**src/parser_pkg.sv**
```systemverilog
// parser widths and packet header vector types

package parser_pkg;

	localparam int HDR_W     = 512;	// packet header carried in every PHV
	localparam int HDR_BYTES = 64;
	localparam int OFFSET_W  = 10;	// header offset, wraps at 1 KB
	localparam int FIELD_W   = 16;	// type and length extractors
	localparam int LEN_W     = 8;
	localparam int EXT_OFF_W = 6;	// byte offset inside the located header, bit 0 ignored

	// parse instructions for the protocol at the current offset
	typedef struct packed {
		logic [EXT_OFF_W-1:0] type_off;
		logic [EXT_OFF_W-1:0] len_off;
		logic                 fix_len_tag;	// 0 fixed length, 1 computed from len field
		logic [1:0]           len_shift;
		logic [LEN_W-1:0]     fix_len;
		logic [LEN_W-1:0]     len_mask;
		logic [7:0]           next_hdr_type;	// 0 ends parsing
	} parse_ctrl_t;

	// byte 0 of pkt_hdr sits in the most significant byte
	typedef struct packed {
		parse_ctrl_t          ctrl;
		logic [OFFSET_W-1:0]  hdr_offset;
		logic [HDR_W-1:0]     pkt_hdr;
	} phv_t;

endpackage

```
**src/header_locator.sv**
```systemverilog
// header locator
// rotates the packet header so the current protocol starts at byte 0

`timescale 1ns/10ps

module header_locator (
	input  logic                          clk,
	input  logic                          reset,
	input  logic                          valid_i,
	input  parser_pkg::phv_t              phv_i,
	output logic                          valid_o,
	output parser_pkg::phv_t              phv_o,
	output logic [parser_pkg::HDR_W-1:0]  located_o
);

	localparam int HW = parser_pkg::HDR_W;

	logic             valid_d1;
	parser_pkg::phv_t phv_d1;
	logic [HW-1:0]    word_rot;	// header after the 64-bit rotation
	logic [2*HW-1:0]  word_dbl;
	logic [2*HW-1:0]  byte_dbl;

	// rotate left through a doubled copy, upper half is the result
	assign word_dbl = {phv_i.pkt_hdr, phv_i.pkt_hdr} << {phv_i.hdr_offset[5:3], 6'd0};
	assign byte_dbl = {word_rot, word_rot} << {phv_d1.hdr_offset[2:0], 3'd0};

	always_ff @(posedge clk or negedge reset) begin
		if (!reset) begin
			valid_d1 <= 1'b0;
			valid_o  <= 1'b0;
		end else begin
			valid_d1 <= valid_i;
			valid_o  <= valid_d1;
		end
	end

	always_ff @(posedge clk) begin
		word_rot  <= word_dbl[2*HW-1 -: HW];	// stage 1, word aligned
		phv_d1    <= phv_i;
		located_o <= byte_dbl[2*HW-1 -: HW];	// stage 2, byte aligned
		phv_o     <= phv_d1;
	end

endmodule

```
**config.mk**
```make
export PLATFORM = sky130hd
export DESIGN_NAME = header_locator
export DESIGN_NICKNAME = d
export VERILOG_FILES = /design/src/parser_pkg.sv /design/src/header_locator.sv
export SDC_FILE = /design/constraint.sdc
export NUM_CORES = 2
export LEC_CHECK = 0
export BUFFER_PORTS_ARGS = -buffer_cell sky130_fd_sc_hd__buf_2
export CORE_AREA = 10 10 623 625
export DETAILED_ROUTE_END_ITERATION = 8
export DIE_AREA = 0 0 633 635
export GPL_TIMING_DRIVEN = 0
export HOLD_SLACK_MARGIN = 0.1
export SKIP_CTS_REPAIR_TIMING = 1
export SYNTH_ARGS = -nofsm -noshare
export SYNTH_HDL_FRONTEND = slang
export SYNTH_SLANG_ARGS = --single-unit
```
**constraint.sdc**
```tcl
create_clock -name clk -period 2.2 [get_ports clk]
set_input_delay 0.44 -clock clk [delete_from_list [all_inputs] [get_ports clk]]
set_output_delay 0.44 -clock clk [all_outputs]
set_load 0.01 [all_outputs]
```
==> results.txt <==
Initial antenna violation count -> 232
Initial Util -> 0.2127
Reg area -> 43020 sq um
Final Hold Fails -> 0
Layout area overhead -> 36.47%
Cell Area, Placed -> 94220 sq um
RePlAce Congestion -> 1.017
Final Cycle Share -> 1.075
Final cell count without fillers -> 12271
Multi-input gate area -> 34710 sq um
I/O Pins -> 1638
RSZ-0062 raised after global routing -> yes
Max Buffers Root-to-Sink -> 4
Routed vias -> 60196
P per Cell Area -> 1028 nW/um^2
Fin util -> 0.2903
CP max stage delay -> 0.85 ns
Total grt overflow -> 0
Cell mode on critical path -> buf_2
IO Port Bufs -> 1637
First-pass GRT wire length -> 641700 um
Critical Path Sink Type -> register
Residual DRC -> 0
LEAKAGE -> 43.09 nW
Required time of the worst setup path -> 2.90 ns
Max-slew headroom -> 0.2700
Largest net degree at the start of global routing -> 21
Yosys reg bits -> 2148
Die extent in x -> 633 um
Vias in the first global route -> 58203
Reg clk slew, reported paths -> 0.07 ns
Avg WL per Cell -> 42.09 um
Layout Nets -> 7539
Yosys warns -> 0
Pins over their slew limit -> 0
Layout cells sized above 1 -> 0.6091
Number of antenna-violating nets in the routed design -> 0
Most frequent cells in the layout -> dfxtp_1 (2144), buf_2 (1723), mux4_2 (1024)
Cells after synthesis -> 4538
Max cap viols -> 0
Sequential fraction of the synthesis area -> 0.5392
Critical-path top delay cell -> buf_1
CTS buffer count -> 229
Final min period -> 2.366 ns
Avg Cell Area, Syn -> 17.58 sq um
Final setup vio count -> 75
Highest ir drop seen on vdd -> 678.8 uV
Mapped Nets -> 5102
CP Launch Type -> input port
Place WS -> -1.545 ns
Htree depth -> 4
GR Util All Layers -> 0.2420
Hpwl dp -> 440700 um
Synth Cell Area -> 79770 sq um
Die H -> 635 um
Final WS setup -> -0.1655 ns
Iteration-0 DRC Markers -> 6592
Crit path DAT -> 3.06 ns
Commonest non-fill, non-tap cell in the layout -> dfxtp_1
Total wire length -> 516500 um
Die ar. -> 402000 sq um
Crit Path Max Fanout -> 10
Placed Cells -> 11169
Status -> complete, but fails checks
Fmax -> 0.4227 GHz
CTS tree -> built
Crit path kind -> in -> reg
Core area -> 375000 sq um
CP Cell Sequence -> buf_2 -> buf_2 -> clkbuf_1 -> buf_1 -> mux2_2
Vias per inst -> 4.906
CTS sink cnt -> 2148
Design area -> 108900 sq um
Worst setup skew after layout -> 0.1423 ns
Clock root cell -> clkbuf_16
Final-layout fill cell count -> 37411
Worst hold path type -> in -> reg
Initial DRT Pass Iterations -> 5
Setup TNS -> -3.982 ns
Std-Cell Rows -> 225
Worst reg2reg setup slack -> 0.01 ns
Worst skew pair latency -> 0.97 ns
Least-Margin Pin Slew -> 1.095 ns
Netlist cell types -> 8
Violated checks -> setup timing
final timing paths:
kind                             start        endpoint  depth (start not counted)
min in group asynchronous        reset        valid_d1                          3
min reg2reg                phv_d1[273]      phv_o[273]                          0
max in group asynchronous        reset         valid_o                          3
min                         phv_i[521]     phv_d1[521]                          2
max reg2reg                phv_d1[513]  located_o[451]                          5
max                         phv_i[515]   word_rot[188]                          5
power by group:
part           total (mW)  leakage, nW  switching (mW)  internal [mW]
Clock                41.4         3.91            17.7           23.8
Sequential           47.4         18.1            4.13           43.3
Combinational        23.0         21.0            13.2           9.81
cell families after synthesis:
family	count (synthesis)	synth area share
buf+inv	342	0.02718
flops	2148	0.5392
mux	2048	0.4336
metrics by stage:
step	hold slack (ns)	power (mW)
finish	0.1039	111.9
global route	0.1018	114.3
floorplan	0.1444	55.80
CTS	-0.7536	111.2
global placement	0.2246	69.75
detailed placement	0.2274	69.74
synthesized netlist by cell type:
| cell | n | share of area |
|---|---|---|
| buf_1 | 39 | 0.0018 |
| buf_2 | 125 | 0.0078 |
| buf_6 | 97 | 0.014 |
| clkbuf_1 | 81 | 0.0038 |
| dfrtp_1 | 2 | 0.00063 |
| dfxtp_1 | 2146 | 0.54 |
| mux2_2 | 1024 | 0.14 |
| mux4_2 | 1024 | 0.29 |
layout make-up:
cell class,instances,area share
flip-flops and latches,2148,0.3951
multi-input cells,2048,0.3189
repair buffers,2206,0.1279
clock buffers,289,0.05758
well taps,4994,0.05740
plain buffers,342,0.02415
clock inverters,135,0.01647
diodes,109,0.002505
sequential cells by signal, summed over array words and instances, names as in the netlist:
name / cells
phv_d1: 561
phv_o: 561
located_o: 512
word_rot: 512
valid_d1: 1
valid_o: 1
critical path, delay by kind of cell:
family                 cells  cell delay, ns
muxes                      1            0.53
buffers and inverters      4            2.07
metal layers:
metal / vias to the layer above / wire length, um / track usage / share of wire
li1: 22781 / - / - / -
met1: 31159 / 172800 / 0.2519 / 0.33
met2: 4852 / 255100 / 0.4232 / 0.49
met3: 1298 / 43710 / 0.06876 / 0.085
met4: 106 / 44220 / 0.1617 / 0.086
met5: - / 651 / 0 / 0.0013
Note: power is estimated with default switching activity, not from simulation.
