File: config.mk
export PLATFORM = sky130hd
export DESIGN_NAME = next_header_calc
export DESIGN_NICKNAME = d
export VERILOG_FILES = /design/src/parser_pkg.sv /design/src/next_header_calc.sv
export SDC_FILE = /design/constraint.sdc
export NUM_CORES = 1
export LEC_CHECK = 0
export ABC_AREA = 1
export ABC_CLOCK_PERIOD_IN_PS = 2000
export BUFFER_PORTS_ARGS = -buffer_cell sky130_fd_sc_hd__clkbuf_2
export CORE_AREA = 2 2 462 464
export DETAILED_ROUTE_END_ITERATION = 16
export DIE_AREA = 0 0 464 466
export PLACE_DENSITY = 0.41
export SYNTH_ARGS = -nofsm -noshare
export SYNTH_HDL_FRONTEND = slang
export SYNTH_SLANG_ARGS = --single-unit
File: constraint.sdc
create_clock -name clk -period 2 [get_ports clk]
set_input_delay 0.1 -clock clk [delete_from_list [all_inputs] [get_ports clk]]
set_output_delay 0.1 -clock clk [all_outputs]
set_load 0.01 [all_outputs]
File: src/parser_pkg.sv
// parser widths and packet header vector types

package parser_pkg;

	localparam int HDR_W     = 512;	// packet header carried in every PHV
	localparam int HDR_BYTES = 64;
	localparam int OFFSET_W  = 10;	// header offset, wraps at 1 KB
	localparam int FIELD_W   = 16;	// type and length extractors
	localparam int LEN_W     = 8;
	localparam int EXT_OFF_W = 6;	// byte offset inside the located header, bit 0 ignored

	// parse instructions for the protocol at the current offset
	typedef struct packed {
		logic [EXT_OFF_W-1:0] type_off;
		logic [EXT_OFF_W-1:0] len_off;
		logic                 fix_len_tag;	// 0 fixed length, 1 computed from len field
		logic [1:0]           len_shift;
		logic [LEN_W-1:0]     fix_len;
		logic [LEN_W-1:0]     len_mask;
		logic [7:0]           next_hdr_type;	// 0 ends parsing
	} parse_ctrl_t;

	// byte 0 of pkt_hdr sits in the most significant byte
	typedef struct packed {
		parse_ctrl_t          ctrl;
		logic [OFFSET_W-1:0]  hdr_offset;
		logic [HDR_W-1:0]     pkt_hdr;
	} phv_t;

endpackage

File: src/next_header_calc.sv
// next header offset and stage output register

`timescale 1ns/10ps

module next_header_calc (
	input  logic                            clk,
	input  logic                            reset,
	input  logic                            valid_i,
	input  parser_pkg::phv_t                phv_i,
	input  logic [parser_pkg::FIELD_W-1:0]  len_field_i,
	input  parser_pkg::parse_ctrl_t         hit_action_i,
	output logic                            phv_valid_o,
	output parser_pkg::phv_t                phv_o
);

	logic                                valid_d1;
	logic                                valid_d2;
	parser_pkg::phv_t                    phv_d1;
	parser_pkg::phv_t                    phv_d2;
	logic [parser_pkg::LEN_W-1:0]        len_masked;
	logic [parser_pkg::LEN_W-1:0]        len_sel;
	logic [parser_pkg::OFFSET_W-1:0]     next_offset;

	// shifted length keeps only the low byte
	assign len_sel = phv_d1.ctrl.fix_len_tag ?
		parser_pkg::LEN_W'(len_masked << phv_d1.ctrl.len_shift) : phv_d1.ctrl.fix_len;

	always_ff @(posedge clk or negedge reset) begin
		if (!reset) begin
			valid_d1    <= 1'b0;
			valid_d2    <= 1'b0;
			phv_valid_o <= 1'b0;
			phv_o       <= '0;
		end else begin
			valid_d1    <= valid_i;
			valid_d2    <= valid_d1;
			phv_valid_o <= valid_d2;
			phv_o.ctrl       <= hit_action_i;	// matched action drives the next stage
			phv_o.hdr_offset <= next_offset;
			phv_o.pkt_hdr    <= phv_d2.pkt_hdr;
		end
	end

	always_ff @(posedge clk) begin
		len_masked  <= len_field_i[parser_pkg::LEN_W-1:0] & phv_i.ctrl.len_mask;
		phv_d1      <= phv_i;
		next_offset <= phv_d1.hdr_offset + parser_pkg::OFFSET_W'(len_sel);	// wraps at 1 KB
		phv_d2      <= phv_d1;
	end

endmodule

==> flow_summary.ini, run 1 <==
[synth]
ys_types = 24
synth-compound-area-share = 0.00315
synth_fa_ha_area_frac = 0.00333
synth_warnings = 0
yosys.area_share.simple = 0.00926
synth_nets = 2389
synth-seq-cells = 1627
syn-cell-area_um2 = 36100
synth_mux_area_frac = 0.000277
synth-seq-area-share = 0.981
synth_top_family_by_area = simple AND/OR/NAND/NOR gates
synth_xor_area_frac = 0.000971
netlist_instances = 1761
postSynthAreaPerCell_um2 = 20.5

[final_layout]
final_cell_mix = clkbuf_2 (1151), dlygate4sd3_1 (1127), dfxtp_1 (1061), dfrtp_1 (564), clkbuf_16 (176)
fin_nets = 4881
stdcell_count = 7260
syn2layout_area_growth_pct = 75.7
fill_cells = 21200
multi_input_area_um2 = 684
drive_gt1_frac = 0.342
layout_commonest_cell = clkbuf_2
seq_area_um2 = 35400

[critical_path]
path_max_fanout = 7
cp-end-kind = register
cp.required_ps = 2730
critPathMaxStageDelay_ps = 370
reg2reg_depth = 10
r2r_start = phv_d1[546]$_DFF_P_
timing.rr.end = next_offset[6]$_DFF_P_
reg2reg_setup_slack_ps = 70
crit_path_start_kind = register
crit_chain = or2_0, o21ai_1, o21ai_1, ha_1, buf_4, nand2_1, or2_1, nand3_1, nand2_1, nand2_1
slowest_stage = ha_1
arrival_ps = 2660
path_class = register to register
crit_top_cell = nand2_1

[clocking]
root_buffer = clkbuf_16
cts_made_buffers = 174
clk_pin_slew_worst_paths_ps = 60
h-tree-depth = 4
cts.path.max_buffers = 3
cts_tree = built
cts_setup_buffers = 0
clkLatencyLatePin_ps = 790
clock-sinks = 1627

[global_routing]
first_global_vias = 24900
antenna_found_initial = 52
grt_pass1_wl_mm = 177
grt_max_degree = 105
grt_usage = 0.115
gr-total-overflow = 0

[timing]
finalHoldViolCount = 0
skew_ps = 43.6
rsz0062_at_grt = yes
fmax_ghz = 0.518
setup_viol_count_final = 0
final_max_slew_viol_count = 0
relSlewSlack = 0.549
worst_slew_pin_slew_ps = 676
finalCritPeriodShare = 0.965
min_period_ps = 1930

[run_status]
status = finished with violations
failed_checks = antenna violations

[drt]
wl_mm = 126
drc = 0
vias = 22600
wire_per_inst_um = 17.3
drtIter0Drc = 695
first_pass_iters = 4
ant_nets = 1
via_per_inst = 3.12

[die]
die_area_um2 = 216000
die_h_um = 466
die_x_um = 464
rows = 169
ios = 1181
core_um2 = 211000
start_util = 0.171

[hold_path]
worstHoldStart = phv_i[431]
whs_endpoint = phv_d1[431]$_DFF_P_
hold_path.class = input pin to register
holdPathStages = 2

[power]
power_density_nw_per_um2 = 1150
p_leak_uw = 0.0287
irDropWorstVdd_mv = 0.955
power_uw = 73100

[placed_design]
place_inst = 5770
port_buffers = 1152
routabilityCongestion = 0.807
hpwl_mm = 94.1

[run]
max_cap_viol_count = 0
-- where the power goes --
| part | internal, uW | leakage, uW | total (uW) | switching [uW] |
|---|---|---|---|---|
| Clock | 20000 | 0.00302 | 33800 | 13800 |
| Combinational | 2410 | 0.0102 | 4220 | 1810 |
| Sequential | 34400 | 0.0155 | 35000 | 636 |
-- synthesized netlist by cell type, drive strengths merged --
cell type	n	area, um^2
o21a	1	7.51
nor2	7	33.8
o221ai	1	8.76
inv	21	78.8
a31oi	2	12.5
nand3	10	55.1
a22oi	3	22.5
dfrtp	564	14100
nand2	57	214
fa	1	20.0
nand4	3	18.8
ha	8	100
or2	2	12.5
o21ai	7	35.0
a21oi	4	20.0
dfxtp	1063	21300
xor2	4	35.0
a21boi	1	7.51
mux2i	1	10.0
buf	1	7.51
-- cell type report --
class	count	share of cell area
multi-input cells	112	0.0108
clock buffers	246	0.0791
inverters	21	0.00128
diodes	33	0.00130
flip-flops and latches	1627	0.558
well taps	2821	0.0557
repair buffers	2317	0.275
clock inverters	83	0.0182
-- logic make-up (layout without fill, tap and decap cells) --
| kind of cell | after synthesis | count (layout) |
|---|---|---|
| flops | 1627 | 1627 |
| buf+inv | 22 | 2667 |
| mux | 1 | 1 |
| xor+xnor | 4 | 4 |
| fa+ha+maj | 9 | 9 |
| simple gates | 79 | 79 |
| other cells | 0 | 33 |
| compound gates | 19 | 19 |
-- metrics by stage --
| step | instance area, um^2 | hold slack (ps) | setup WS [ps] | setup TNS, ps | utilization |
|---|---|---|---|---|---|
| after global placement | 45800 | 66.6 | -46.8 | -51.9 | 0.217 |
| final | 63400 | 54.0 | 70.1 | 0 | 0.300 |
| after detailed placement | 45800 | 69.4 | -46.9 | -72.8 | 0.217 |
| after global routing | 63400 | 6.77 | -25.2 | -62.1 | 0.300 |
| after floorplan | 36100 | -196 | 218 | 0 | - |
| after CTS | 63200 | 1.42 | 13.8 | 0 | 0.299 |
-- registers in the layout (all words and copies together), names as in the netlist --
register,cells
len_masked,8
next_offset,10
phv_d1,533
phv_d2,512
phv_o,561
phv_valid_o,1
valid_d1,1
valid_d2,1
-- routing by layer --
| layer | global-route usage | up-vias | wire length [um] |
|---|---|---|---|
| li1 | - | 10600 | - |
| met1 | 0.128 | 10900 | 49000 |
| met2 | 0.195 | 950 | 61700 |
| met3 | 0.0475 | 226 | 11200 |
| met4 | 0.0424 | 8 | 3900 |
| met5 | 0 | - | 55 |
-- critical path, delay by kind of cell (launching register included) --
family | cells | cell delay, ps
buf+inv | 1 | 150
simple gates | 6 | 750
compound gates | 2 | 250
flops | 1 | 360
fa+ha+maj | 1 | 370
-- what timing repair did --
action	in CTS	in global routing
gates resized for setup	2	28
hold buffers	1128	0
hold endpoints to repair	1145	0
endpoints found under the setup margin	4	6
pin swaps	0	7
-- worst max path at each step --
| stage | end | slack [ps] | cells after the start | start |
|---|---|---|---|---|
| 2_1_floorplan | next_offset[8]$_DFF_P_ | 220 | 12 | phv_d1[548]$_DFF_P_ |
| 3_3_place_gp | next_offset[8]$_DFF_P_ | -50 | 10 | phv_d1[546]$_DFF_P_ |
| 3_5_place_dp | next_offset[8]$_DFF_P_ | -50 | 10 | phv_d1[546]$_DFF_P_ |
| 4_1_cts | next_offset[9]$_DFF_P_ | 10 | 13 | phv_d1[548]$_DFF_P_ |
| 5_1_grt | next_offset[9]$_DFF_P_ | -30 | 13 | phv_d1[548]$_DFF_P_ |
| 6_report | next_offset[6]$_DFF_P_ | 70 | 10 | phv_d1[546]$_DFF_P_ |
(Power assumes the default switching activity.)
==> inputs of run 2 (changes only) <==
==> config.mk (replaced) <==
export PLATFORM = sky130hd
export DESIGN_NAME = next_header_calc
export DESIGN_NICKNAME = d
export VERILOG_FILES = /design/src/parser_pkg.sv /design/src/next_header_calc.sv
export SDC_FILE = /design/constraint.sdc
export NUM_CORES = 1
export LEC_CHECK = 0
export ABC_AREA = 0
export ABC_CLOCK_PERIOD_IN_PS = 2000
export CORE_AREA = 2 2 462 464
export DETAILED_ROUTE_END_ITERATION = 16
export DIE_AREA = 0 0 464 466
export DONT_BUFFER_PORTS = 1
export PLACE_DENSITY = 0.36
export SYNTH_ARGS = -nofsm -noshare
export SYNTH_HDL_FRONTEND = slang
export SYNTH_SLANG_ARGS = --single-unit
==> run 2 against run 1 <==
The run now fails in 4_1_cts. Synthesized cell count shrank 2.8%. Area after synthesis is essentially flat.
==> flow_summary.ini, run 2 <==
[synth]
syn-cell-area_um2 = 36100
yosysTopAreaCell = dfxtp_1
synth-seq-area-share = 0.981
yosysTopAreaCellShare = 0.590
synth_area_leaders = dfxtp_1 (59%), dfrtp_1 (39%), ha_1 (0.28%)
synth_edf_count = 0
postSynthAreaPerCell_um2 = 21.1
synth_common_cells = dfxtp_1 (1063), dfrtp_1 (564), nor2_1 (9), and2_1 (8), ha_1 (8)
synth.most_common_cell = dfxtp_1
synth_nets = 2339
synth-seq-cells = 1627
ys_types = 31
synth-async-reset-ratio = 0.347
netlist_instances = 1711
synth_ff_type = dfxtp_1
synth_warnings = 0

[placed_design]
port_buffers = 0
hpwl_mm = 85.3
routabilityCongestion = 0.860
place_ws_ps = -341

[die]
die_h_um = 466
ios = 1181
die_x_um = 464
rows = 169
start_util = 0.171

[run_status]
stop_stage = 4_1_cts
status = aborted with a tool error
tool.error = [ERROR RSZ-0060] Max buffer count reached.

[clocking]
cts.path.max_buffers = 3
cts_hold_buf = 976
root_buffer = clkbuf_16
clock-sinks = 1627
cts_resized = 15
cts_made_buffers = 171
cts_setup_buffers = 3
h-tree-depth = 4
run 2: cells by family after synthesis:
group | share of synthesized area
AOI/OAI and AO/OA | 0.00399
xor gates and xnor gates | 0.00170
adders and majority gates | 0.00333
buffers and inverters | 0.000833
DFF | 0.981
muxes | 0.00493
and+or+nand+nor | 0.00392
run 2: through the flow:
stage / std cells / utilization / TNS (ps) / area (um^2)
2_1_floorplan: 1711 / - / -262 / 36100
3_3_place_gp: 4550 / 0.188 / -1360 / 39800
3_5_place_dp: 4550 / 0.188 / -1480 / 39800
==> inputs of run 3 (changes only) <==
--- a/config.mk
+++ b/config.mk
@@ -7,11 +7,11 @@
 export LEC_CHECK = 0
 export ABC_AREA = 0
 export ABC_CLOCK_PERIOD_IN_PS = 2000
-export CORE_AREA = 2 2 462 464
+export CORE_AREA = 2 2 454 456
 export DETAILED_ROUTE_END_ITERATION = 16
-export DIE_AREA = 0 0 464 466
+export DIE_AREA = 0 0 456 458
 export DONT_BUFFER_PORTS = 1
-export PLACE_DENSITY = 0.36
+export PLACE_DENSITY_LB_ADDON = 0.15
 export SYNTH_ARGS = -nofsm -noshare
 export SYNTH_HDL_FRONTEND = slang
 export SYNTH_SLANG_ARGS = --single-unit
==> run 3 against run 2 <==
The flow again stops in 4_1_cts. Synthesized cell count unchanged. Area after synthesis unchanged.
==> flow_summary.ini, run 3 <==
[run_status]
status = aborted with a tool error
stop_stage = 4_1_cts
tool.error = [ERROR RSZ-0060] Max buffer count reached.

[clocking]
root_buffer = clkbuf_16
cts.path.max_buffers = 3
cts_hold_buf = 953
clock-sinks = 1627
cts_made_buffers = 176
cts_setup_buffers = 7
h-tree-depth = 4
cts_resized = 20

[synth]
synth.most_common_cell = dfxtp_1
postSynthAreaPerCell_um2 = 21.1
syn-cell-area_um2 = 36100
synth_fa_ha_area_frac = 0.00333
yosys.area_share.simple = 0.00392
synth_xor_area_frac = 0.00170
synth_top_family_by_area = multiplexers
synth_common_cells = dfxtp_1 (1063), dfrtp_1 (564), nor2_1 (9), and2_1 (8), ha_1 (8)
synth_warnings = 0
synth_area_leaders = dfxtp_1 (59%), dfrtp_1 (39%), ha_1 (0.28%)
synth-async-reset-ratio = 0.347
synth-seq-area-share = 0.981
ys_types = 31
synth-compound-area-share = 0.00399
synth-seq-cells = 1627
yosysTopAreaCellShare = 0.590
synth_nets = 2339
yosysTopAreaCell = dfxtp_1
synth_ff_type = dfxtp_1
synth_edf_count = 0
synth_mux_area_frac = 0.00493
netlist_instances = 1711

[placed_design]
routabilityCongestion = 0.819
place_ws_ps = -361
hpwl_mm = 82.6
port_buffers = 0

[die]
ios = 1181
rows = 166
die_h_um = 458
start_util = 0.177
die_x_um = 456
-- run 3: cell counts after synthesis --
Identical to the previous run, type by type.
-- run 3: cells by family after synthesis --
kind of cell | Yosys count
adders and majority gates | 9
muxes | 12
and+or+nand+nor | 28
xor gates and xnor gates | 7
AOI/OAI and AO/OA | 22
buffers and inverters | 6
DFF | 1627
-- run 3: stage by stage --
| stage | cells | area, um^2 | util |
|---|---|---|---|
| floorplan | 1711 | 36100 | - |
| global placement | 4419 | 39600 | 0.195 |
| detailed placement | 4419 | 39600 | 0.195 |
