### src/parser_pkg.sv
// parser widths and packet header vector types

package parser_pkg;

	localparam int HDR_W     = 512;	// packet header carried in every PHV
	localparam int HDR_BYTES = 64;
	localparam int OFFSET_W  = 10;	// header offset, wraps at 1 KB
	localparam int FIELD_W   = 16;	// type and length extractors
	localparam int LEN_W     = 8;
	localparam int EXT_OFF_W = 6;	// byte offset inside the located header, bit 0 ignored

	// parse instructions for the protocol at the current offset
	typedef struct packed {
		logic [EXT_OFF_W-1:0] type_off;
		logic [EXT_OFF_W-1:0] len_off;
		logic                 fix_len_tag;	// 0 fixed length, 1 computed from len field
		logic [1:0]           len_shift;
		logic [LEN_W-1:0]     fix_len;
		logic [LEN_W-1:0]     len_mask;
		logic [7:0]           next_hdr_type;	// 0 ends parsing
	} parse_ctrl_t;

	// byte 0 of pkt_hdr sits in the most significant byte
	typedef struct packed {
		parse_ctrl_t          ctrl;
		logic [OFFSET_W-1:0]  hdr_offset;
		logic [HDR_W-1:0]     pkt_hdr;
	} phv_t;

endpackage

### src/field_extractor.sv
// type and length field extractor

`timescale 1ns/10ps

module field_extractor (
	input  logic                            clk,
	input  logic                            reset,
	input  logic                            valid_i,
	input  parser_pkg::phv_t                phv_i,
	input  logic [parser_pkg::HDR_W-1:0]    located_i,
	output logic                            valid_o,
	output parser_pkg::phv_t                phv_o,
	output logic [parser_pkg::FIELD_W-1:0]  type_field_o,
	output logic [parser_pkg::FIELD_W-1:0]  len_field_o
);

	localparam int WORD_W     = 64;
	localparam int NUM_WORDS  = parser_pkg::HDR_BYTES * 8 / WORD_W;
	localparam int NUM_HALVES = WORD_W / parser_pkg::FIELD_W;

	logic [NUM_WORDS-1:0][WORD_W-1:0] words;
	logic [WORD_W-1:0]                type_word;
	logic [WORD_W-1:0]                len_word;
	logic                             valid_d1;
	parser_pkg::phv_t                 phv_d1;

	assign words = located_i;

	// word 0 holds the top bytes of the located header
	function automatic logic [WORD_W-1:0] pick_word(
		input logic [NUM_WORDS-1:0][WORD_W-1:0] w,
		input logic [2:0]                       idx
	);
		pick_word = w[3'(NUM_WORDS-1) - idx];
	endfunction

	function automatic logic [parser_pkg::FIELD_W-1:0] pick_half(
		input logic [WORD_W-1:0] word,
		input logic [1:0]        idx
	);
		logic [NUM_HALVES-1:0][parser_pkg::FIELD_W-1:0] halves;
		halves    = word;
		pick_half = halves[2'(NUM_HALVES-1) - idx];
	endfunction

	always_ff @(posedge clk or negedge reset) begin
		if (!reset) begin
			valid_d1 <= 1'b0;
			valid_o  <= 1'b0;
		end else begin
			valid_d1 <= valid_i;
			valid_o  <= valid_d1;
		end
	end

	always_ff @(posedge clk) begin
		type_word    <= pick_word(words, phv_i.ctrl.type_off[5:3]);
		len_word     <= pick_word(words, phv_i.ctrl.len_off[5:3]);
		phv_d1       <= phv_i;
		type_field_o <= pick_half(type_word, phv_d1.ctrl.type_off[2:1]);	// bit 0 ignored
		len_field_o  <= pick_half(len_word, phv_d1.ctrl.len_off[2:1]);
		phv_o        <= phv_d1;
	end

	// fields leave exactly two cycles after the vector arrives
	assert property (@(posedge clk) disable iff (!reset) valid_o == $past(valid_i, 2))
		else $error("field_extractor valid out of step with input");

endmodule

### config.mk
export PLATFORM = sky130hd
export DESIGN_NAME = field_extractor
export DESIGN_NICKNAME = d
export VERILOG_FILES = /design/src/parser_pkg.sv /design/src/field_extractor.sv
export SDC_FILE = /design/constraint.sdc
export NUM_CORES = 1
export LEC_CHECK = 0
export ABC_AREA = 1
export BUFFER_PORTS_ARGS = -buffer_cell sky130_fd_sc_hd__buf_2
export CELL_PAD_IN_SITES_DETAIL_PLACEMENT = 1
export CELL_PAD_IN_SITES_GLOBAL_PLACEMENT = 1
export CORE_AREA = 2 2 649 651
export CTS_CLUSTER_DIAMETER = 200
export DETAILED_ROUTE_END_ITERATION = 12
export DIE_AREA = 0 0 651 653
export PLACE_DENSITY_LB_ADDON = 0.1
export SLEW_MARGIN = 15
export SYNTH_ARGS = -nofsm -noshare
export SYNTH_HDL_FRONTEND = slang
export SYNTH_SLANG_ARGS = --single-unit
### constraint.sdc
create_clock -name clk -period 1.1 [get_ports clk]
set_input_delay 0 -clock clk [delete_from_list [all_inputs] [get_ports clk]]
set_output_delay 0 -clock clk [all_outputs]
set_load 0.005 [all_outputs]
==> results of run 1 <==
routing by layer:
metal  vias to the layer above  share of wire  track usage
li1                      21060              -            -
met1                     22180           0.38       0.1837
met2                      1460           0.54       0.3250
met3                       465          0.055      0.03769
met4                        18          0.026      0.03765
met5                         -        0.00030            0
synthesized netlist by cell type:
cell type,n,area (sq um)
buf_1,11,41.29
buf_2,109,545.5
buf_4,23,172.7
buf_6,44,495.5
buf_8,1,15.01
clkbuf_1,24,90.09
dfrtp_1,2,50.05
dfxtp_1,1282,25660
inv_1,518,1944
inv_2,2,7.510
inv_4,2,12.51
nand2_1,1664,6246
nand3_1,512,2562
nor2_1,64,240.2
o21ai_0,64,320.3
o22ai_1,32,200.2
worst max-delay path by stage:
stage / end / start / depth (start not counted)
floorplan: len_field_o[10] / phv_d1[550] / 4
global placement: type_word[22] / phv_i[559] / 7
detailed placement: type_word[22] / phv_i[559] / 7
CTS: phv_o[476] / phv_o[476] / 1
global route: phv_o[476] / phv_o[476] / 1
finish: phv_o[476] / phv_o[476] / 1
sequential cells by signal, indices dropped and copies added, names as in the netlist:
signal and count:
len_word 64, phv_o 561, type_word 64, len_field_o 16
valid_o 1, valid_d1 1, phv_d1 561, type_field_o 16
cells by family after synthesis:
logic type,after synthesis,share of synthesized area
DFF,1284,0.6660
AOI/OAI and AO/OA,96,0.01348
buffers and inverters,734,0.08611
and+or+nand+nor,2240,0.2344
metrics by stage:
step | hold slack, ns | instances | util | setup TNS [ns]
floorplan | -0.2956 | 4354 | - | 0
global placement | -0.2147 | 11570 | 0.1333 | -28.49
detailed placement | -0.2140 | 11570 | 0.1333 | -28.09
CTS | 0.0009386 | 13870 | 0.2042 | -190.16
global route | 0.001610 | 13930 | 0.2071 | -166.76
finish | -0.005060 | 13970 | 0.2073 | -115.06
report_power, final:
group	total [mW]	leakage, nW	internal [mW]	switching, mW
clock network	61.2	2.90	36.8	24.5
registers	51.7	10.9	49.6	2.10
logic	21.7	26.2	11.5	10.3
cell usage in the layout (no fill, tap or decap), types with 5 or more instances in the layout:
| cell | count |
|---|---|
| inv_2 | 10 |
| o21ai_1 | 12 |
| o21ai_4 | 6 |
| buf_4 | 129 |
| nor2_1 | 38 |
| bufinv_16 | 20 |
| nor2_4 | 7 |
| o22ai_1 | 25 |
| inv_1 | 503 |
| clkinvlp_4 | 17 |
| nor2_2 | 19 |
| inv_6 | 5 |
| dfxtp_2 | 433 |
| nand2_1 | 1656 |
| dfxtp_4 | 35 |
| diode_2 | 60 |
| nand3_1 | 512 |
| clkbuf_1 | 40 |
| o21ai_0 | 27 |
| dlymetal6s4s_1 | 15 |
| clkbuf_16 | 182 |
| clkbuf_8 | 29 |
| dlygate4sd3_1 | 1982 |
| o21ai_2 | 19 |
| o22ai_2 | 7 |
| buf_12 | 169 |
| buf_8 | 54 |
| clkinv_2 | 16 |
| clkinv_4 | 5 |
| nand2_2 | 8 |
| buf_6 | 343 |
| dfxtp_1 | 814 |
| buf_2 | 1232 |
repair_timing:
action	in CTS	in global routing
gates resized for setup	1286	246
hold endpoints to repair	691	11
buffers inserted	2	20
hold buffers	1990	16
endpoints found under the setup margin	626	702
pin swaps	5	9
cloned	0	2
area by class of cell:
class | count | area, sq um | area share
Antenna cell | 60 | 150.1 | 0.001731
Clock buffer | 249 | 5054 | 0.05826
Clock inverter | 65 | 983.4 | 0.01134
Inverter | 522 | 2008 | 0.02315
Multi-Input combinational cell | 2336 | 9872 | 0.1138
Sequential cell | 1284 | 26390 | 0.3042
Tap cell | 5520 | 6907 | 0.07962
Timing Repair Buffer | 3931 | 35390 | 0.4079
==> flow_summary.json, run 1 <==
{
  "hold_path_depth": 8,
  "synthCells": 4354,
  "hold_viol": 1,
  "finalPower_mw": 134.7,
  "r2r_end": "type_field_o[0]",
  "drtPass1Iterations": 5,
  "grt_max_degree": 52,
  "drt-initial-drc-count": 1873,
  "crit_buf_inv": 1,
  "crit_chain": "buf_6",
  "place_ws_ns": -0.7245,
  "drive_above_1_share": 0.3292,
  "initial_core_util": 0.09228,
  "period_needed_ns": 1.438,
  "clk_latency_ns": 0.87,
  "clock.fmax_mhz": 695.5,
  "synth_seq_cells": 1284,
  "cp_max_fo": 1,
  "total_leakage_power_nw": 39.98,
  "cts_buffers": 177,
  "wire_per_inst_microns": 26.55,
  "worstPathRequired_ns": 1.10,
  "rrSetupSlack_ns": 0,
  "rows": 238,
  "viasPerCell": 3.235,
  "drv_cap": 0,
  "start_kind": "flip-flop",
  "clockBufferDepth": 4,
  "drc": 0,
  "tightest_slew_ns": 0.9587,
  "synth_nets": 5430,
  "finalNetCount": 9328,
  "grt_pass1_vias": 48850,
  "tritoncts": "done",
  "end_kind": "output pin",
  "htreeDepth": 4,
  "dpl-instance-area_sq_um": 55760,
  "coreArea_sq_um": 418400,
  "die_y_microns": 653,
  "ant_nets": 0,
  "yosys_warnings": 0,
  "grt_usage": 0.1680,
  "r2r_start": "phv_d1[556]",
  "p_per_area_nw_per_um2": 1552,
  "grt-ovfl-total": 0,
  "stdcell_area_sq_um": 86750,
  "synthesis.area_sq_um": 38610,
  "via_count": 45190,
  "crit_arrival_ns": 1.44,
  "min_path_type": "in2reg",
  "slew_headroom": 0.3609,
  "max_stage_delay_ns": 0.43,
  "path_clk_slew_ns": 0.07,
  "syn_avg_cell_area_sq_um": 8.867,
  "min_period_over_period": 1.307,
  "dpl.hpwl_microns": 301900,
  "holdWs_ns": -0.005060,
  "violations": "negative hold slack, negative setup slack",
  "boundaryPins": 1670,
  "fillers": 48610,
  "setup_viol": 599,
  "path_class": "reg2out",
  "syn_to_final_growth_pct": 124.7,
  "post_synth_num_cell_types": 16,
  "die_w_microns": 651,
  "drt-total-wl_microns": 370800,
  "vdd_drop_max_uv": 1325,
  "reg2reg_depth": 5,
  "clock-root-buffer": "clkbuf_16",
  "portBuffers": 1669,
  "grt_pass1_wl_microns": 473900,
  "hold_path_end": "len_word[22]",
  "crit_family": "flip-flops",
  "globalplace.congestion": 0.8898,
  "fp.dieArea_sq_um": 425100,
  "cts.sinks": 1284,
  "rsz0062_at_grt": "yes",
  "skew_ns": 0.06719,
  "outcome": "finished with violations",
  "ys_seq_area_frac": 0.6660,
  "slew_viol_final": 0,
  "slowest_stage": "dfxtp_4",
  "min_from": "phv_i[552]",
  "antenna_found_initial": 186,
  "fin_ws_ns": -0.3378
}
Note: power is estimated with default switching activity, not from simulation.
==> run 2, diff against run 1 <==
--- a/config.mk
+++ b/config.mk
@@ -14,6 +14,7 @@
 export DETAILED_ROUTE_END_ITERATION = 12
 export DIE_AREA = 0 0 651 653
 export PLACE_DENSITY_LB_ADDON = 0.1
+export SETUP_SLACK_MARGIN = 0.4
 export SLEW_MARGIN = 15
 export SYNTH_ARGS = -nofsm -noshare
 export SYNTH_HDL_FRONTEND = slang
==> flow_summary.json, run 2 (synthesis results as in run 1) <==
{
  "setup_viol": 667,
  "coreArea_sq_um": 418400,
  "via_count": 43830,
  "stdcell_count": 13730,
  "slowest_stage": "dfxtp_4",
  "clock.fmax_mhz": 697.0,
  "ant_nets": 0,
  "end_kind": "output pin",
  "clockBufferDepth": 4,
  "fin_ws_ns": -0.3347,
  "boundaryPins": 1670,
  "path_class": "reg2out",
  "violations": "negative hold slack, negative setup slack",
  "dpl.cell_count": 11610,
  "grt_usage": 0.1677,
  "slew_viol_final": 0,
  "tightest_slew_ns": 1.013,
  "wire_per_inst_microns": 27.12,
  "drtPass1Iterations": 5,
  "htreeDepth": 4,
  "holdWs_ns": -0.2383,
  "tns_ns": -123.55,
  "crit_chain": "buf_6",
  "skew_ns": 0.05670,
  "crit_arrival_ns": 1.43,
  "portBuffers": 1669,
  "grt_max_degree": 39,
  "drive_above_1_share": 0.3563,
  "viasPerCell": 3.191,
  "clock-root-buffer": "clkbuf_16",
  "min_path_type": "in2reg",
  "dpl.hpwl_microns": 307300,
  "place_ws_ns": -0.5450,
  "grt_pass1_vias": 46960,
  "grt-ovfl-total": 0,
  "dpl-instance-area_sq_um": 56120,
  "p_per_area_nw_per_um2": 1570,
  "start_kind": "flip-flop",
  "min_period_over_period": 1.304,
  "cts_buffers": 177,
  "die_w_microns": 651,
  "tritoncts": "done",
  "fp.dieArea_sq_um": 425100,
  "outcome": "finished with violations",
  "antenna_found_initial": 213,
  "hold_viol": 21,
  "die_y_microns": 653,
  "crit_family": "flip-flops",
  "drv_cap": 0,
  "worstPathRequired_ns": 1.10,
  "initial_core_util": 0.09228,
  "globalplace.congestion": 0.8796,
  "fillers": 48460,
  "grt_pass1_wl_microns": 470700,
  "clk_latency_ns": 0.86,
  "total_leakage_power_nw": 39.57,
  "path_clk_slew_ns": 0.06,
  "stdcell_area_sq_um": 84980,
  "max_stage_delay_ns": 0.43,
  "vdd_drop_max_uv": 1349,
  "cp_max_fo": 1,
  "finalNetCount": 9062,
  "cts.sinks": 1284,
  "crit_buf_inv": 1,
  "drt-initial-drc-count": 1911,
  "rows": 238,
  "syn_to_final_growth_pct": 120.1,
  "drc": 0,
  "drt-total-wl_microns": 372400,
  "rsz0062_at_grt": "yes",
  "layout_common_cells": "1662 x nand2_1, 1660 x dlygate4sd3_1, 1212 x buf_2, 797 x dfxtp_1",
  "top_regs": "phv_d1 x561, phv_o x561",
  "layout_commonest_cell": "nand2_1",
  "period_needed_ns": 1.435,
  "slew_headroom": 0.3222
}
run 2: through the flow:
stage	total power, mW	util
global route	139.7	0.2029
CTS	136.4	0.1998
finish	133.4	0.2031
detailed placement	66.38	0.1341
floorplan	55.31	-
global placement	66.54	0.1341
run 2: what timing repair did:
action	CTS	global route
gates cloned	9	1
buffers inserted	22	4
endpoints found under the setup margin	631	757
endpoints found under the hold margin	692	126
pin swaps	38	25
hold buffers	1652	36
resized for setup	1507	254
run 2: per-layer routing:
layer,vias to the layer above,wire length (microns),track usage
li1,20560,-,-
met1,21230,144600,0.1886
met2,1513,194000,0.3118
met3,480,20490,0.03733
met4,42,13090,0.05043
met5,-,262,0.003282
run 2: final timing paths:
path | end | depth (start not counted) | from | slack, ns
max | phv_o[401] | 1 | phv_o[401] | -0.33
min | type_word[61] | 5 | phv_i[559] | -0.24
max reg2reg | len_field_o[10] | 6 | phv_d1[550] | -0.13
min reg2reg | phv_o[133] | 0 | phv_d1[133] | 0.30
max in group asynchronous | valid_o | 4 | reset | 0.42
min in group asynchronous | valid_d1 | 4 | reset | 0.55
run 2: power breakdown:
| group | switching, mW | total, mW | internal (mW) | leakage, nW |
|---|---|---|---|---|
| Combinational | 10.5 | 21.4 | 10.9 | 25.7 |
| Sequential | 1.99 | 51.6 | 49.6 | 10.9 |
| Clock | 24.6 | 60.5 | 35.9 | 2.96 |
| Total | 37.0 | 133 | 96.4 | 39.6 |
run 2: layout make-up:
cell class | count | area [sq um] | share of cell area
well taps | 5520 | 6907 | 0.08127
repair buffers | 3665 | 32980 | 0.3881
multi-input cells | 2336 | 10400 | 0.1224
flip-flops and latches | 1284 | 26440 | 0.3111
clock buffers | 251 | 5170 | 0.06084
diodes | 88 | 220.2 | 0.002591
clock inverters | 67 | 849.6 | 0.009997
inverters | 522 | 2022 | 0.02379
