$ cat src/parser_pkg.sv
// parser widths and packet header vector types

package parser_pkg;

	localparam int HDR_W     = 512;	// packet header carried in every PHV
	localparam int HDR_BYTES = 64;
	localparam int OFFSET_W  = 10;	// header offset, wraps at 1 KB
	localparam int FIELD_W   = 16;	// type and length extractors
	localparam int LEN_W     = 8;
	localparam int EXT_OFF_W = 6;	// byte offset inside the located header, bit 0 ignored

	// parse instructions for the protocol at the current offset
	typedef struct packed {
		logic [EXT_OFF_W-1:0] type_off;
		logic [EXT_OFF_W-1:0] len_off;
		logic                 fix_len_tag;	// 0 fixed length, 1 computed from len field
		logic [1:0]           len_shift;
		logic [LEN_W-1:0]     fix_len;
		logic [LEN_W-1:0]     len_mask;
		logic [7:0]           next_hdr_type;	// 0 ends parsing
	} parse_ctrl_t;

	// byte 0 of pkt_hdr sits in the most significant byte
	typedef struct packed {
		parse_ctrl_t          ctrl;
		logic [OFFSET_W-1:0]  hdr_offset;
		logic [HDR_W-1:0]     pkt_hdr;
	} phv_t;

endpackage

$ cat src/rule_pkg.sv
// rule table entry and configuration port types

package rule_pkg;

	localparam int RULE_ADDR_W = 3;

	typedef enum logic [1:0] {
		CFG_IDLE,
		CFG_WRITE,
		CFG_READ
	} cfg_op_e;

	// a rule hits when valid and (type & mask) == key
	typedef struct packed {
		logic                             valid;
		logic [parser_pkg::FIELD_W-1:0]   key;
		logic [parser_pkg::FIELD_W-1:0]   mask;
		parser_pkg::parse_ctrl_t          action;
	} rule_entry_t;

	typedef struct packed {
		cfg_op_e                  op;
		logic [RULE_ADDR_W-1:0]   addr;
		rule_entry_t              data;	// used by writes only
	} cfg_req_t;

	typedef struct packed {
		logic         valid;	// one cycle after a read
		rule_entry_t  data;
	} cfg_rsp_t;

endpackage

$ cat src/rule_matcher.sv
// rule table with masked parallel lookup
// highest matching index selects the action

`timescale 1ns/10ps

module rule_matcher #(
	parameter int RULE_NUM = 8
) (
	input  logic                            clk,
	input  logic                            reset,
	input  rule_pkg::cfg_req_t              cfg_req_i,
	output rule_pkg::cfg_rsp_t              cfg_rsp_o,
	input  logic [parser_pkg::FIELD_W-1:0]  type_field_i,
	output parser_pkg::parse_ctrl_t         hit_action_o
);

	logic [RULE_NUM-1:0]             rule_valid;
	logic [parser_pkg::FIELD_W-1:0]  rule_key    [RULE_NUM];
	logic [parser_pkg::FIELD_W-1:0]  rule_mask   [RULE_NUM];
	parser_pkg::parse_ctrl_t         rule_action [RULE_NUM];

	logic                            addr_ok;
	logic                            wr_en;
	logic                            rd_en;
	logic [RULE_NUM-1:0]             hit_bits;
	parser_pkg::parse_ctrl_t         hit_sel;
	rule_pkg::rule_entry_t           rd_entry;

	assign addr_ok = 32'(cfg_req_i.addr) < RULE_NUM;
	assign wr_en   = (cfg_req_i.op == rule_pkg::CFG_WRITE) && addr_ok;
	assign rd_en   = (cfg_req_i.op == rule_pkg::CFG_READ);

	always_comb begin
		rd_entry = '0;	// out of range reads return zero
		if (addr_ok) begin
			rd_entry.valid  = rule_valid[cfg_req_i.addr];
			rd_entry.key    = rule_key[cfg_req_i.addr];
			rd_entry.mask   = rule_mask[cfg_req_i.addr];
			rd_entry.action = rule_action[cfg_req_i.addr];
		end
	end

	// valid bits and the response port
	always_ff @(posedge clk or negedge reset) begin
		if (!reset) begin
			rule_valid <= '0;
			cfg_rsp_o  <= '0;
		end else begin
			if (wr_en)
				rule_valid[cfg_req_i.addr] <= cfg_req_i.data.valid;
			cfg_rsp_o.valid <= rd_en;
			if (rd_en)
				cfg_rsp_o.data <= rd_entry;
		end
	end

	always_ff @(posedge clk) begin
		if (wr_en) begin
			rule_key[cfg_req_i.addr]    <= cfg_req_i.data.key;
			rule_mask[cfg_req_i.addr]   <= cfg_req_i.data.mask;
			rule_action[cfg_req_i.addr] <= cfg_req_i.data.action;
		end
	end

	// compare against every entry at once
	always_ff @(posedge clk or negedge reset) begin
		if (!reset) begin
			hit_bits <= '0;
		end else begin
			for (int i = 0; i < RULE_NUM; i++) begin
				hit_bits[i] <= rule_valid[i] && ((type_field_i & rule_mask[i]) == rule_key[i]);
			end
		end
	end

	always_comb begin
		hit_sel = '0;	// no hit gives an empty action
		for (int i = 0; i < RULE_NUM; i++) begin
			if (hit_bits[i])
				hit_sel = rule_action[i];	// later index overrides
		end
	end

	always_ff @(posedge clk) begin
		hit_action_o <= hit_sel;
	end

	assert property (@(posedge clk) disable iff (!reset)
		cfg_rsp_o.valid == $past(cfg_req_i.op == rule_pkg::CFG_READ))
		else $error("read response not one cycle after a read request");

	// a hit must come from a rule that was valid at compare time
	assert property (@(posedge clk) disable iff (!reset)
		(hit_bits & ~$past(rule_valid)) == '0)
		else $error("hit reported for an invalid rule");

endmodule

$ cat config.mk
export PLATFORM = sky130hd
export DESIGN_NAME = rule_matcher
export DESIGN_NICKNAME = d
export VERILOG_FILES = /design/src/parser_pkg.sv /design/src/rule_pkg.sv /design/src/rule_matcher.sv
export SDC_FILE = /design/constraint.sdc
export NUM_CORES = 1
export LEC_CHECK = 0
export BUFFER_PORTS_ARGS = -buffer_cell sky130_fd_sc_hd__buf_2
export CELL_PAD_IN_SITES_DETAIL_PLACEMENT = 1
export CELL_PAD_IN_SITES_GLOBAL_PLACEMENT = 1
export CORE_MARGIN = 2
export CORE_UTILIZATION = 42
export CTS_CLUSTER_SIZE = 20
export DETAILED_ROUTE_END_ITERATION = 8
export GPL_TIMING_DRIVEN = 0
export PLACE_DENSITY_LB_ADDON = 0.1
export SYNTH_ARGS = -nofsm -noshare
export SYNTH_HDL_FRONTEND = slang
export SYNTH_SLANG_ARGS = --single-unit
$ cat constraint.sdc
create_clock -name clk -period 3.3 [get_ports clk]
set_input_delay 0.33 -clock clk [delete_from_list [all_inputs] [get_ports clk]]
set_output_delay 0.33 -clock clk [all_outputs]
set_load 0.02 [all_outputs]
==> metrics, run 1 <==
detailed placer's ending HPWL 73710 um; Pre-antenna DRT Iters 5; initial standard-cell utilization of the core 42.22%; final critical-path required period 2830 ps; outcome finished, final reports clean; post-synthesis cell type count 41; fillcell total 7145; register bit count reported by yosys 696; buffer depth of the longest clock path 3; number of antenna violations at the first check in global routing 7; GRT Util Overall 28.65%; post-synthesis instance area 0.03065 mm^2; Die Area 0.07514 mm^2; most common cell after layout, fill and taps aside edfxtp_1; die outline height 274.1 um; worst-margin pin slew 1312 ps; power spent charging and discharging nets 4835 uW; clock slew seen by the registers of the worst setup and hold paths 60 ps; cell chain of the critical path buf_2 -> clkbuf_1 -> nand3b_1 -> nor3_4 -> buf_16 -> buf_16; cell area power density 558.5 mW/mm^2; Routed Wire Length 107500 um; chip width 274.1 um; arrival time reported for the critical path endpoint 3150 ps; sequential fraction of the synthesis area 65.47%; endpoints failing setup 0; H-tree levels 3; Post-layout nets 2494; P_leak 0.01350 uW; global-route wire length before repair 152500 um; stage delay of the slowest cell on the critical path 1000 ps; Worst Setup Start Kind primary input; largest delay contributor family on the critical path simple AND/OR/NAND/NOR gates; depth of the most critical reg-to-reg path 5; worst reg2reg setup slack 750 ps; Crit Reg-Reg Endpoint hit_action_o[21]; flip-flop cell with the highest count after synthesis edfxtp_1; R2R Path Start hit_bits[6]; number of synthesis warnings 0; maxcap violations 0; element type at the critical path end flop; most numerous cell on the critical path buf_16; final worst clock skew 26.78 ps; combinational share of power 7.9%; area added between synthesis and finish 20.87%; number of enable flip-flop cells after synthesis 568; Fmax 0.3534 GHz; Core Util, Final 51.03%; highest-count cells in the layout ignoring fill and taps edfxtp_1 (568), buf_2 (260), nand2_1 (213); proportion of total power due to net switching 23.37%; fraction of power consumed by sequential logic 48.4%; buffer and inverter count on the worst path 4; category of the most critical setup path in -> reg; starting DRC count in detailed routing 2059; vias post-DR 20320; DR DRC count 0; CTS sink cnt 696; setup repair after global routing missed its margin no; Crit Path Max Fanout 12; capture point of the critical path rule_action[1][21]; Pint 15850 uW; number of nets still failing antenna checks after routing 0; CP Depth 6; final max-slew violation count 0; buffers added on ports 202; worst skew pair latency 630 ps; detail-routed net length per standard cell 31.36 um; core area 0.07259 mm^2; Synthesized Nets 2109; vias in the first global route 21240; number of rows in the core area 99; remaining global-route overflow 0; endpoint required time on the critical path 3620 ps; Root Driver clkbuf_16; Relative slew margins 12.50%; Hold Fails Final Rpt 0; cell with the largest stage delay on the worst path nor3_4; Syn Inst Count 2014; syn avg cell area 15.22 um^2; DR vias/cell 5.926; Num CTS Buffers 78; share of layout cells above drive strength 1 25.44%; IR Drop Worst-Case VDD 0.4278 mV; post-layout total power 20690 uW; crit path launch cfg_req_i[72]; Final GP Congestion 0.8851; crit share post-route 85.75%; clock share of power 43.8%; maximum number of pins on one net before global-route repair 60; fraction of registers with async set/reset 12.79%; worst hold path class in -> reg; number of I/O pins 207; clock tree from TritonCTS done
kinds of logic (layout without fill, tap and decap cells):
group	after synthesis	in the layout	share of synthesized area, %
flops	696	696	65.47
compound gates	409	409	9.680
simple gates	405	405	6.520
mux	224	224	13.23
buf+inv	218	669	3.331
xor+xnor	62	62	1.772
other cells	0	5	0
power by group through the flow:
stage	Combinational [uW]	Sequential, uW	Clock [uW]
6_report	1630	10000	9060
3_5_place_dp	1570	10200	0
5_1_grt	1740	10000	9520
4_1_cts	1650	10000	9180
3_3_place_gp	1500	10200	0
2_1_floorplan	685	10300	0
final cells by class:
class | count | area [um^2] | share of cell area (%)
multi-input cells | 1100 | 9629 | 26.00
diodes | 5 | 12.51 | 0.03378
well taps | 959 | 1200 | 3.239
repair buffers | 305 | 2431 | 6.563
clock buffers | 115 | 2347 | 6.337
plain buffers | 139 | 724.4 | 1.956
inverters | 79 | 296.5 | 0.8005
clock inverters | 31 | 336.6 | 0.9086
flip-flops and latches | 696 | 20060 | 54.17
sequential cells by signal, summed over array words and instances, names as in the netlist:
register and cells:
rule_key 128, cfg_rsp_o 73, hit_bits 8, rule_action 312, rule_valid 8, hit_action_o 39
rule_mask 128
routing by layer:
layer	wire, um	track usage (%)	vias up
met4	3490	10.05	0
met5	0	0	-
li1	-	-	8646
met3	7185	4.256	172
met2	54170	49.36	850
met1	42690	36.99	10650
through the flow:
| stage | setup WS [ps] | cells | TNS, ps | instance area (um^2) | hold slack, ps |
|---|---|---|---|---|---|
| 5_1_grt | 437.3 | 3426 | 0 | 37030 | 34.29 |
| 2_1_floorplan | -1181 | 2014 | -270790 | 30670 | 34.41 |
| 3_3_place_gp | -6021 | 3175 | -2102740 | 32880 | 462.0 |
| 3_5_place_dp | -87.63 | 3208 | -1107 | 33640 | 260.2 |
| 4_1_cts | 563.4 | 3424 | 0 | 37030 | 1.963 |
| 6_report | 470.2 | 3429 | 0 | 37040 | 29.65 |
synth_stat cells, types with 2 or more instances:
cell type    n  area share, %
a21boi_0    14           0.34
nand4_1     16           0.33
dfrtp_1     89            7.3
a221oi_1    58            1.7
nand2b_1    42           0.86
nor2_1       6          0.073
a221oi_2    20           0.98
nor4_1       8           0.16
clkbuf_1    58           0.71
buf_2       59           0.96
xnor2_1      2          0.057
mux4_2     144             11
a21oi_1     77            1.3
o21ai_0     48           0.78
nor2b_1     40           0.82
nand2_1    213            2.6
xor2_1      60            1.7
nand3_1     22           0.36
o22a_1      14           0.40
mux2_2       8           0.29
and3_1      38           0.78
buf_1        4          0.049
edfxtp_1   568             56
nor3_1       2          0.033
o21ai_1     71            1.2
and3b_1     14           0.40
a211oi_1    14           0.34
a21o_1      14           0.34
o31ai_2     10           0.41
dfxtp_1     39            2.5
a221o_1     39            1.3
inv_1       79           0.97
mux2i_1     72            2.4
o31ai_1     29           0.71
buf_6       17           0.62
worst min-delay path by stage:
| stage | from | end | slack [ps] | depth (start not counted) |
|---|---|---|---|---|
| finish | cfg_req_i[65] | rule_key[2][10] | 30 | 1 |
| floorplan | reset | cfg_rsp_o[0] | 30 | 0 |
| detailed placement | reset | cfg_rsp_o[10] | 260 | 1 |
| global placement | cfg_rsp_o[24] | cfg_rsp_o[24] | 460 | 2 |
| global route | cfg_req_i[65] | rule_key[2][10] | 30 | 1 |
| CTS | cfg_req_i[65] | rule_key[6][10] | 2 | 1 |
repair_timing:
| action | in CTS | in global routing |
|---|---|---|
| setup buffers | 0 | 0 |
| hold endpoints to repair | 582 | 0 |
| hold buffers | 70 | 0 |
| resized for setup | 0 | 0 |
No activity file was read; power rests on OpenSTA's default activity.
==> run 2: changes to the inputs <==
--- a/config.mk
+++ b/config.mk
@@ -5,6 +5,7 @@
 export SDC_FILE = /design/constraint.sdc
 export NUM_CORES = 1
 export LEC_CHECK = 0
+export ABC_CLOCK_PERIOD_IN_PS = 2400
 export BUFFER_PORTS_ARGS = -buffer_cell sky130_fd_sc_hd__buf_2
 export CELL_PAD_IN_SITES_DETAIL_PLACEMENT = 1
 export CELL_PAD_IN_SITES_GLOBAL_PLACEMENT = 1
==> constraint.sdc (replaced) <==
create_clock -name clk -period 2.4 [get_ports clk]
set_input_delay 0.24 -clock clk [delete_from_list [all_inputs] [get_ports clk]]
set_output_delay 0.24 -clock clk [all_outputs]
set_load 0.02 [all_outputs]
==> run 2 against run 1 <==
- largest power group unchanged
- wire length grew 0.84%
- highest routed layer is now met5
- first-iteration DRC count is 2.7% lower
- clock power up 35%
- register-to-register slack worse by 740 ps
- flip-flop and latch count unchanged
- worst hold slack improved by 44 ps
- final area grew 0.16%
- setup slack lost 460 ps
- sequential share of layout area is 0.088 points lower
- count of clock-buffer cells in the layout fell by 4
==> metrics, run 2 (synthesized netlist as in run 1, its figures left out) <==
Relative slew margins 14.26%; P_leak 0.01357 uW; Fin Setup TNS 0 ps; endpoint required time on the critical path 2870 ps; chip width 274.1 um; number of antenna violations at the first check in global routing 6; element type at the critical path end flop; final worst clock skew 27.59 ps; final max-slew violation count 0; initial standard-cell utilization of the core 42.22%; worst skew pair latency 630 ps; register ranked first by flip-flop count rule_action; most common cell after layout, fill and taps aside edfxtp_1; vias in the first global route 21860; Pre-antenna DRT Iters 5; Root Driver clkbuf_16; IR Drop Worst-Case VDD 0.5833 mV; arrival time reported for the critical path endpoint 2860 ps; crit share post-route 99.45%; category of the most critical setup path reg -> reg; CTS sink cnt 696; Crit Reg-Reg Endpoint hit_action_o[33]; GRT Util Overall 28.95%; outcome finished, final reports clean; crit path launch hit_bits[1]; setup repair after global routing missed its margin no; highest-count cells in the layout ignoring fill and taps edfxtp_1 (568), buf_2 (259), nand2_1 (213); Hold Worst Slack 73.53 ps; depth of the most critical reg-to-reg path 6; global-route wire length before repair 154700 um; buffer depth of the longest clock path 3; Crit Path Max Fanout 10; Hold Fails Final Rpt 0; fillcell total 7107; core area 0.07259 mm^2; Routed Wire Length 108400 um; maxcap violations 0; H-tree levels 3; placed insts 3209; buffers added on ports 202; number of rows in the core area 99; area added between synthesis and finish 21.06%; Final GP Congestion 0.9054; Worst Setup Start Kind flop; Die Area 0.07514 mm^2; final critical-path required period 2387 ps; number of nets still failing antenna checks after routing 0; endpoints failing setup 0; maximum number of pins on one net before global-route repair 61; worst reg2reg setup slack 10 ps; vias post-DR 20640; starting DRC count in detailed routing 2004; placed standard-cell area 0.03374 mm^2; cell area power density 761.0 mW/mm^2; Final Cell Area 0.03710 mm^2; DR vias/cell 6.022; Num CTS Buffers 77; share of layout cells above drive strength 1 25.79%; largest registers rule_action: 312 flops, rule_key: 128 flops, rule_mask: 128 flops; remaining global-route overflow 0; detail-routed net length per standard cell 31.64 um; DR DRC count 0; die outline height 274.1 um; worst hold path class in -> async; clock tree from TritonCTS done; number of I/O pins 207; clock slew seen by the registers of the worst setup and hold paths 60 ps; detailed placer's ending HPWL 75180 um; number of flip-flops in the largest register 312; non-filler cells in the finished layout 3427; Post-layout nets 2497; Fmax 0.4190 GHz; R2R Path Start hit_bits[1]; worst-margin pin slew 1286 ps
[run 2: cell type report]
class	count	area, um^2	share of cell area (%)
diodes	2	5.005	0.01349
plain buffers	139	753.2	2.030
clock buffers	111	2301	6.202
clock inverters	32	315.3	0.8498
inverters	79	296.5	0.7992
multi-input cells	1100	9643	25.99
flip-flops and latches	696	20060	54.08
well taps	959	1200	3.234
repair buffers	309	2524	6.802
[run 2: metrics by stage]
stage / power (uW) / utilization [%] / setup slack, ps
floorplan: 15100 / - / -661.1
global placement: 16070 / 45.41 / -3234
detailed placement: 16180 / 46.49 / -394.0
CTS: 28390 / 51.10 / 9.372
global route: 29000 / 51.11 / 44.61
finish: 28240 / 51.11 / 13.24
[run 2: worst max-delay path by stage]
| stage | endpoint | cells after the start | slack, ps |
|---|---|---|---|
| floorplan | rule_valid[1] | 4 | -660 |
| global placement | rule_valid[0] | 5 | -3230 |
| detailed placement | rule_valid[6] | 7 | -390 |
| CTS | hit_action_o[33] | 5 | 9 |
| global route | hit_action_o[29] | 6 | 40 |
| finish | hit_action_o[33] | 6 | 10 |
[run 2: timing repair]
item,4_1_cts,5_1_grt
hold endpoints to repair,665,0
endpoints found under the setup margin,14,3
setup buffers,0,0
gates resized for setup,3,2
hold buffers,73,0
[run 2: report_power, final]
part / switching (uW) / internal, uW / total, uW / leakage (uW)
Combinational: 1390 / 876 / 2260 / 0.00571
Clock: 4980 / 7230 / 12200 / 0.00130
Sequential: 269 / 13500 / 13800 / 0.00656
Total: 6640 / 21600 / 28200 / 0.0136
[run 2: critical path: stages (launching register included)]
cell      delay, ps
dfrtp_1         450
nor2b_1         290
buf_2           380
buf_2           390
a221o_1         220
a221oi_2         70
o31ai_2         420
[run 2: routing by layer]
metal  GRT usage [%]  up-vias  share of wire (%)
li1                -     8657                  -
met1           38.00    10900                 41
met2           49.35      869                 50
met3           3.932      208                5.7
met4           10.33        6                3.6
met5               0        -              0.041
==> run 3: changes to the inputs <==
--- a/config.mk
+++ b/config.mk
@@ -5,7 +5,7 @@
 export SDC_FILE = /design/constraint.sdc
 export NUM_CORES = 1
 export LEC_CHECK = 0
-export ABC_CLOCK_PERIOD_IN_PS = 2400
+export ABC_CLOCK_PERIOD_IN_PS = 2300
 export BUFFER_PORTS_ARGS = -buffer_cell sky130_fd_sc_hd__buf_2
 export CELL_PAD_IN_SITES_DETAIL_PLACEMENT = 1
 export CELL_PAD_IN_SITES_GLOBAL_PLACEMENT = 1
@@ -15,6 +15,7 @@
 export DETAILED_ROUTE_END_ITERATION = 8
 export GPL_TIMING_DRIVEN = 0
 export PLACE_DENSITY_LB_ADDON = 0.1
+export REMOVE_ABC_BUFFERS = 1
 export SYNTH_ARGS = -nofsm -noshare
 export SYNTH_HDL_FRONTEND = slang
 export SYNTH_SLANG_ARGS = --single-unit
==> constraint.sdc (replaced) <==
create_clock -name clk -period 2.3 [get_ports clk]
set_input_delay 0.23 -clock clk [delete_from_list [all_inputs] [get_ports clk]]
set_output_delay 0.23 -clock clk [all_outputs]
set_load 0.02 [all_outputs]
==> run 3 against run 2 <==
- worst hold slack better by 23 ps
- utilization up 0.17 points
- non-clock buffer count down 94
- clock power up 11%
- flip-flop and latch count unchanged
- clock skew down 12 ps
- setup slack better by 110 ps
- first-iteration DRC count down 25%
- cell count down 2.5%
- count of clock-buffer cells in the layout up 13
- critical endpoint is now hit_action_o[10]
- largest power group unchanged
==> metrics, run 3 (synthesized netlist as in run 1, its figures left out) <==
arrival time reported for the critical path endpoint 2710 ps; detail-routed net length per standard cell 29.23 um; Die Area 0.07514 mm^2; area added between synthesis and finish 21.47%; buffers added on ports 206; remaining global-route overflow 0; cell area power density 807.8 mW/mm^2; number of nets still failing antenna checks after routing 0; global-route wire length before repair 142100 um; endpoints failing setup 0; outcome finished, final reports clean; endpoint required time on the critical path 2830 ps; IR Drop Worst-Case VDD 0.5628 mV; maxcap violations 0; area used by multi-input combinational logic 0.009691 mm^2; largest registers rule_action: 312 flops, rule_key: 128 flops, rule_mask: 128 flops; worst hold path class in -> reg; Num CTS Buffers 79; clock slew seen by the registers of the worst setup and hold paths 60 ps; Hold Worst Slack 96.34 ps; clock tree from TritonCTS done; vias post-DR 19620; final max-slew violation count 0; cell with the largest stage delay on the worst path dfrtp_4; Pre-antenna DRT Iters 5; largest delay contributor family on the critical path compound AO/OA/AOI/OAI gates; buffer depth of the longest clock path 3; DR vias/cell 5.873; combinational share of power 7.4%; cell chain of the critical path buf_16 -> or2_4 -> a221oi_1 -> a221oi_1 -> o31ai_1; initial standard-cell utilization of the core 42.22%; number of I/O pins 207; Fmax 0.4590 GHz; Final Cell Area 0.03723 mm^2; proportion of total power due to net switching 22.26%; Root Driver clkbuf_16; worst-margin pin slew 743.5 ps; most numerous cell on the critical path a221oi_1; element type at the critical path end flop; Pint 23380 uW; depth of the most critical reg-to-reg path 5; most common cell after layout, fill and taps aside edfxtp_1; DR DRC count 0; P_leak 0.01349 uW; Relative slew margins 50.13%; worst setup timing slack at the placement stage -1250 ps; final worst clock skew 15.27 ps; number of flip-flops in the largest register 312; crit share post-route 94.72%; buffer and inverter count on the worst path 1; final critical-path required period 2178 ps; power spent charging and discharging nets 6694 uW; number of rows in the core area 99; depth of the worst hold-timing path 5; placed standard-cell area 0.03338 mm^2; setup repair after global routing missed its margin no; vias in the first global route 21090; H-tree levels 3; highest-count cells in the layout ignoring fill and taps edfxtp_1 (568), nand2_1 (212), buf_2 (202); Fin Setup TNS 0 ps; area occupied by registers 0.02009 mm^2; final worst setup slack 121.6 ps; clock share of power 44.9%; Routed Wire Length 97660 um; Crit Path Max Fanout 41; Worst Setup Start Kind flop; core area 0.07259 mm^2; category of the most critical setup path reg -> reg; CTS sink cnt 696; starting DRC count in detailed routing 1513; worst skew pair latency 630 ps; fillcell total 7031; maximum number of pins on one net before global-route repair 77; chip width 274.1 um; stage delay of the slowest cell on the critical path 630 ps; detailed placer's ending HPWL 61520 um; die outline height 274.1 um; post-layout total power 30070 uW; Post-layout nets 2408; fraction of power consumed by sequential logic 47.7%; register ranked first by flip-flop count rule_action; number of antenna violations at the first check in global routing 4; GRT Util Overall 25.99%; CP Depth 5; Hold Fails Final Rpt 0; share of layout cells above drive strength 1 25.59%; Final GP Congestion 0.7796
==> run 3: cell count changes in the layout (fill, tap and decap cells not counted), moves of 4 or more <==
cell,before,now
buf_1,4,0
buf_12,13,23
buf_2,259,202
buf_4,1,12
bufinv_16,5,12
clkbuf_1,68,28
clkbuf_2,5,0
clkinv_2,18,6
dfrtp_1,89,82
dfrtp_4,0,7
==> run 3: routing by layer <==
| metal | global-route usage (%) | wire (um) |
|---|---|---|
| met1 | 33.10 | 39660 |
| met2 | 45.77 | 50510 |
| met3 | 3.897 | 4925 |
| met4 | 8.009 | 2521 |
| met5 | 0 | 41 |
==> run 3: path summary, 6_finish.rpt <==
path | from | end | slack [ps]
min in group asynchronous | reset | cfg_rsp_o[32] | 110
min reg2reg | rule_action[7][5] | hit_action_o[5] | 470
max reg2reg | hit_bits[5] | hit_action_o[10] | 120
max in group asynchronous | reset | hit_bits[6] | 1430
min | type_field_i[14] | hit_bits[2] | 100
max | hit_bits[5] | hit_action_o[10] | 120
==> run 3: layout make-up <==
cell class	instances	area share [%]
multi-input combinational	1103	26.03
timing repair buffer	354	8.453
tap	959	3.223
clock inverter	24	1.170
antenna	2	0.01344
clock buffer	124	6.342
sequential	696	53.97
inverter	79	0.7966
==> run 3: metrics by stage <==
step	std cells	util, %
4_1_cts	3333	51.16
3_5_place_dp	3096	45.98
2_1_floorplan	1875	-
6_report	3341	51.28
5_1_grt	3340	51.28
3_3_place_gp	3040	44.30
==> run 3: worst reg2reg max path, cell delays in order, from the launching register on <==
cell and delay (ps):
dfrtp_4 630, buf_16 270, or2_4 420, a221oi_1 380
a221oi_1 140, o31ai_1 250
==> run 3: what timing repair did <==
action	CTS	global route
endpoints found under the setup margin	232	14
gates cloned	4	1
hold endpoints to repair	615	0
setup buffers	12	5
hold buffers	73	0
resized for setup	8	3
pin swaps	6	0
==> run 3: power by group through the flow <==
stage                     registers [uW]  logic (uW)  clock network (uW)
final                              14300        2210               13500
after global routing               14400        2390               14200
after CTS                          14300        2240               13800
after detailed placement           14600        2100                   0
after global placement             14600        2090                   0
after floorplan                    14800         794                   0
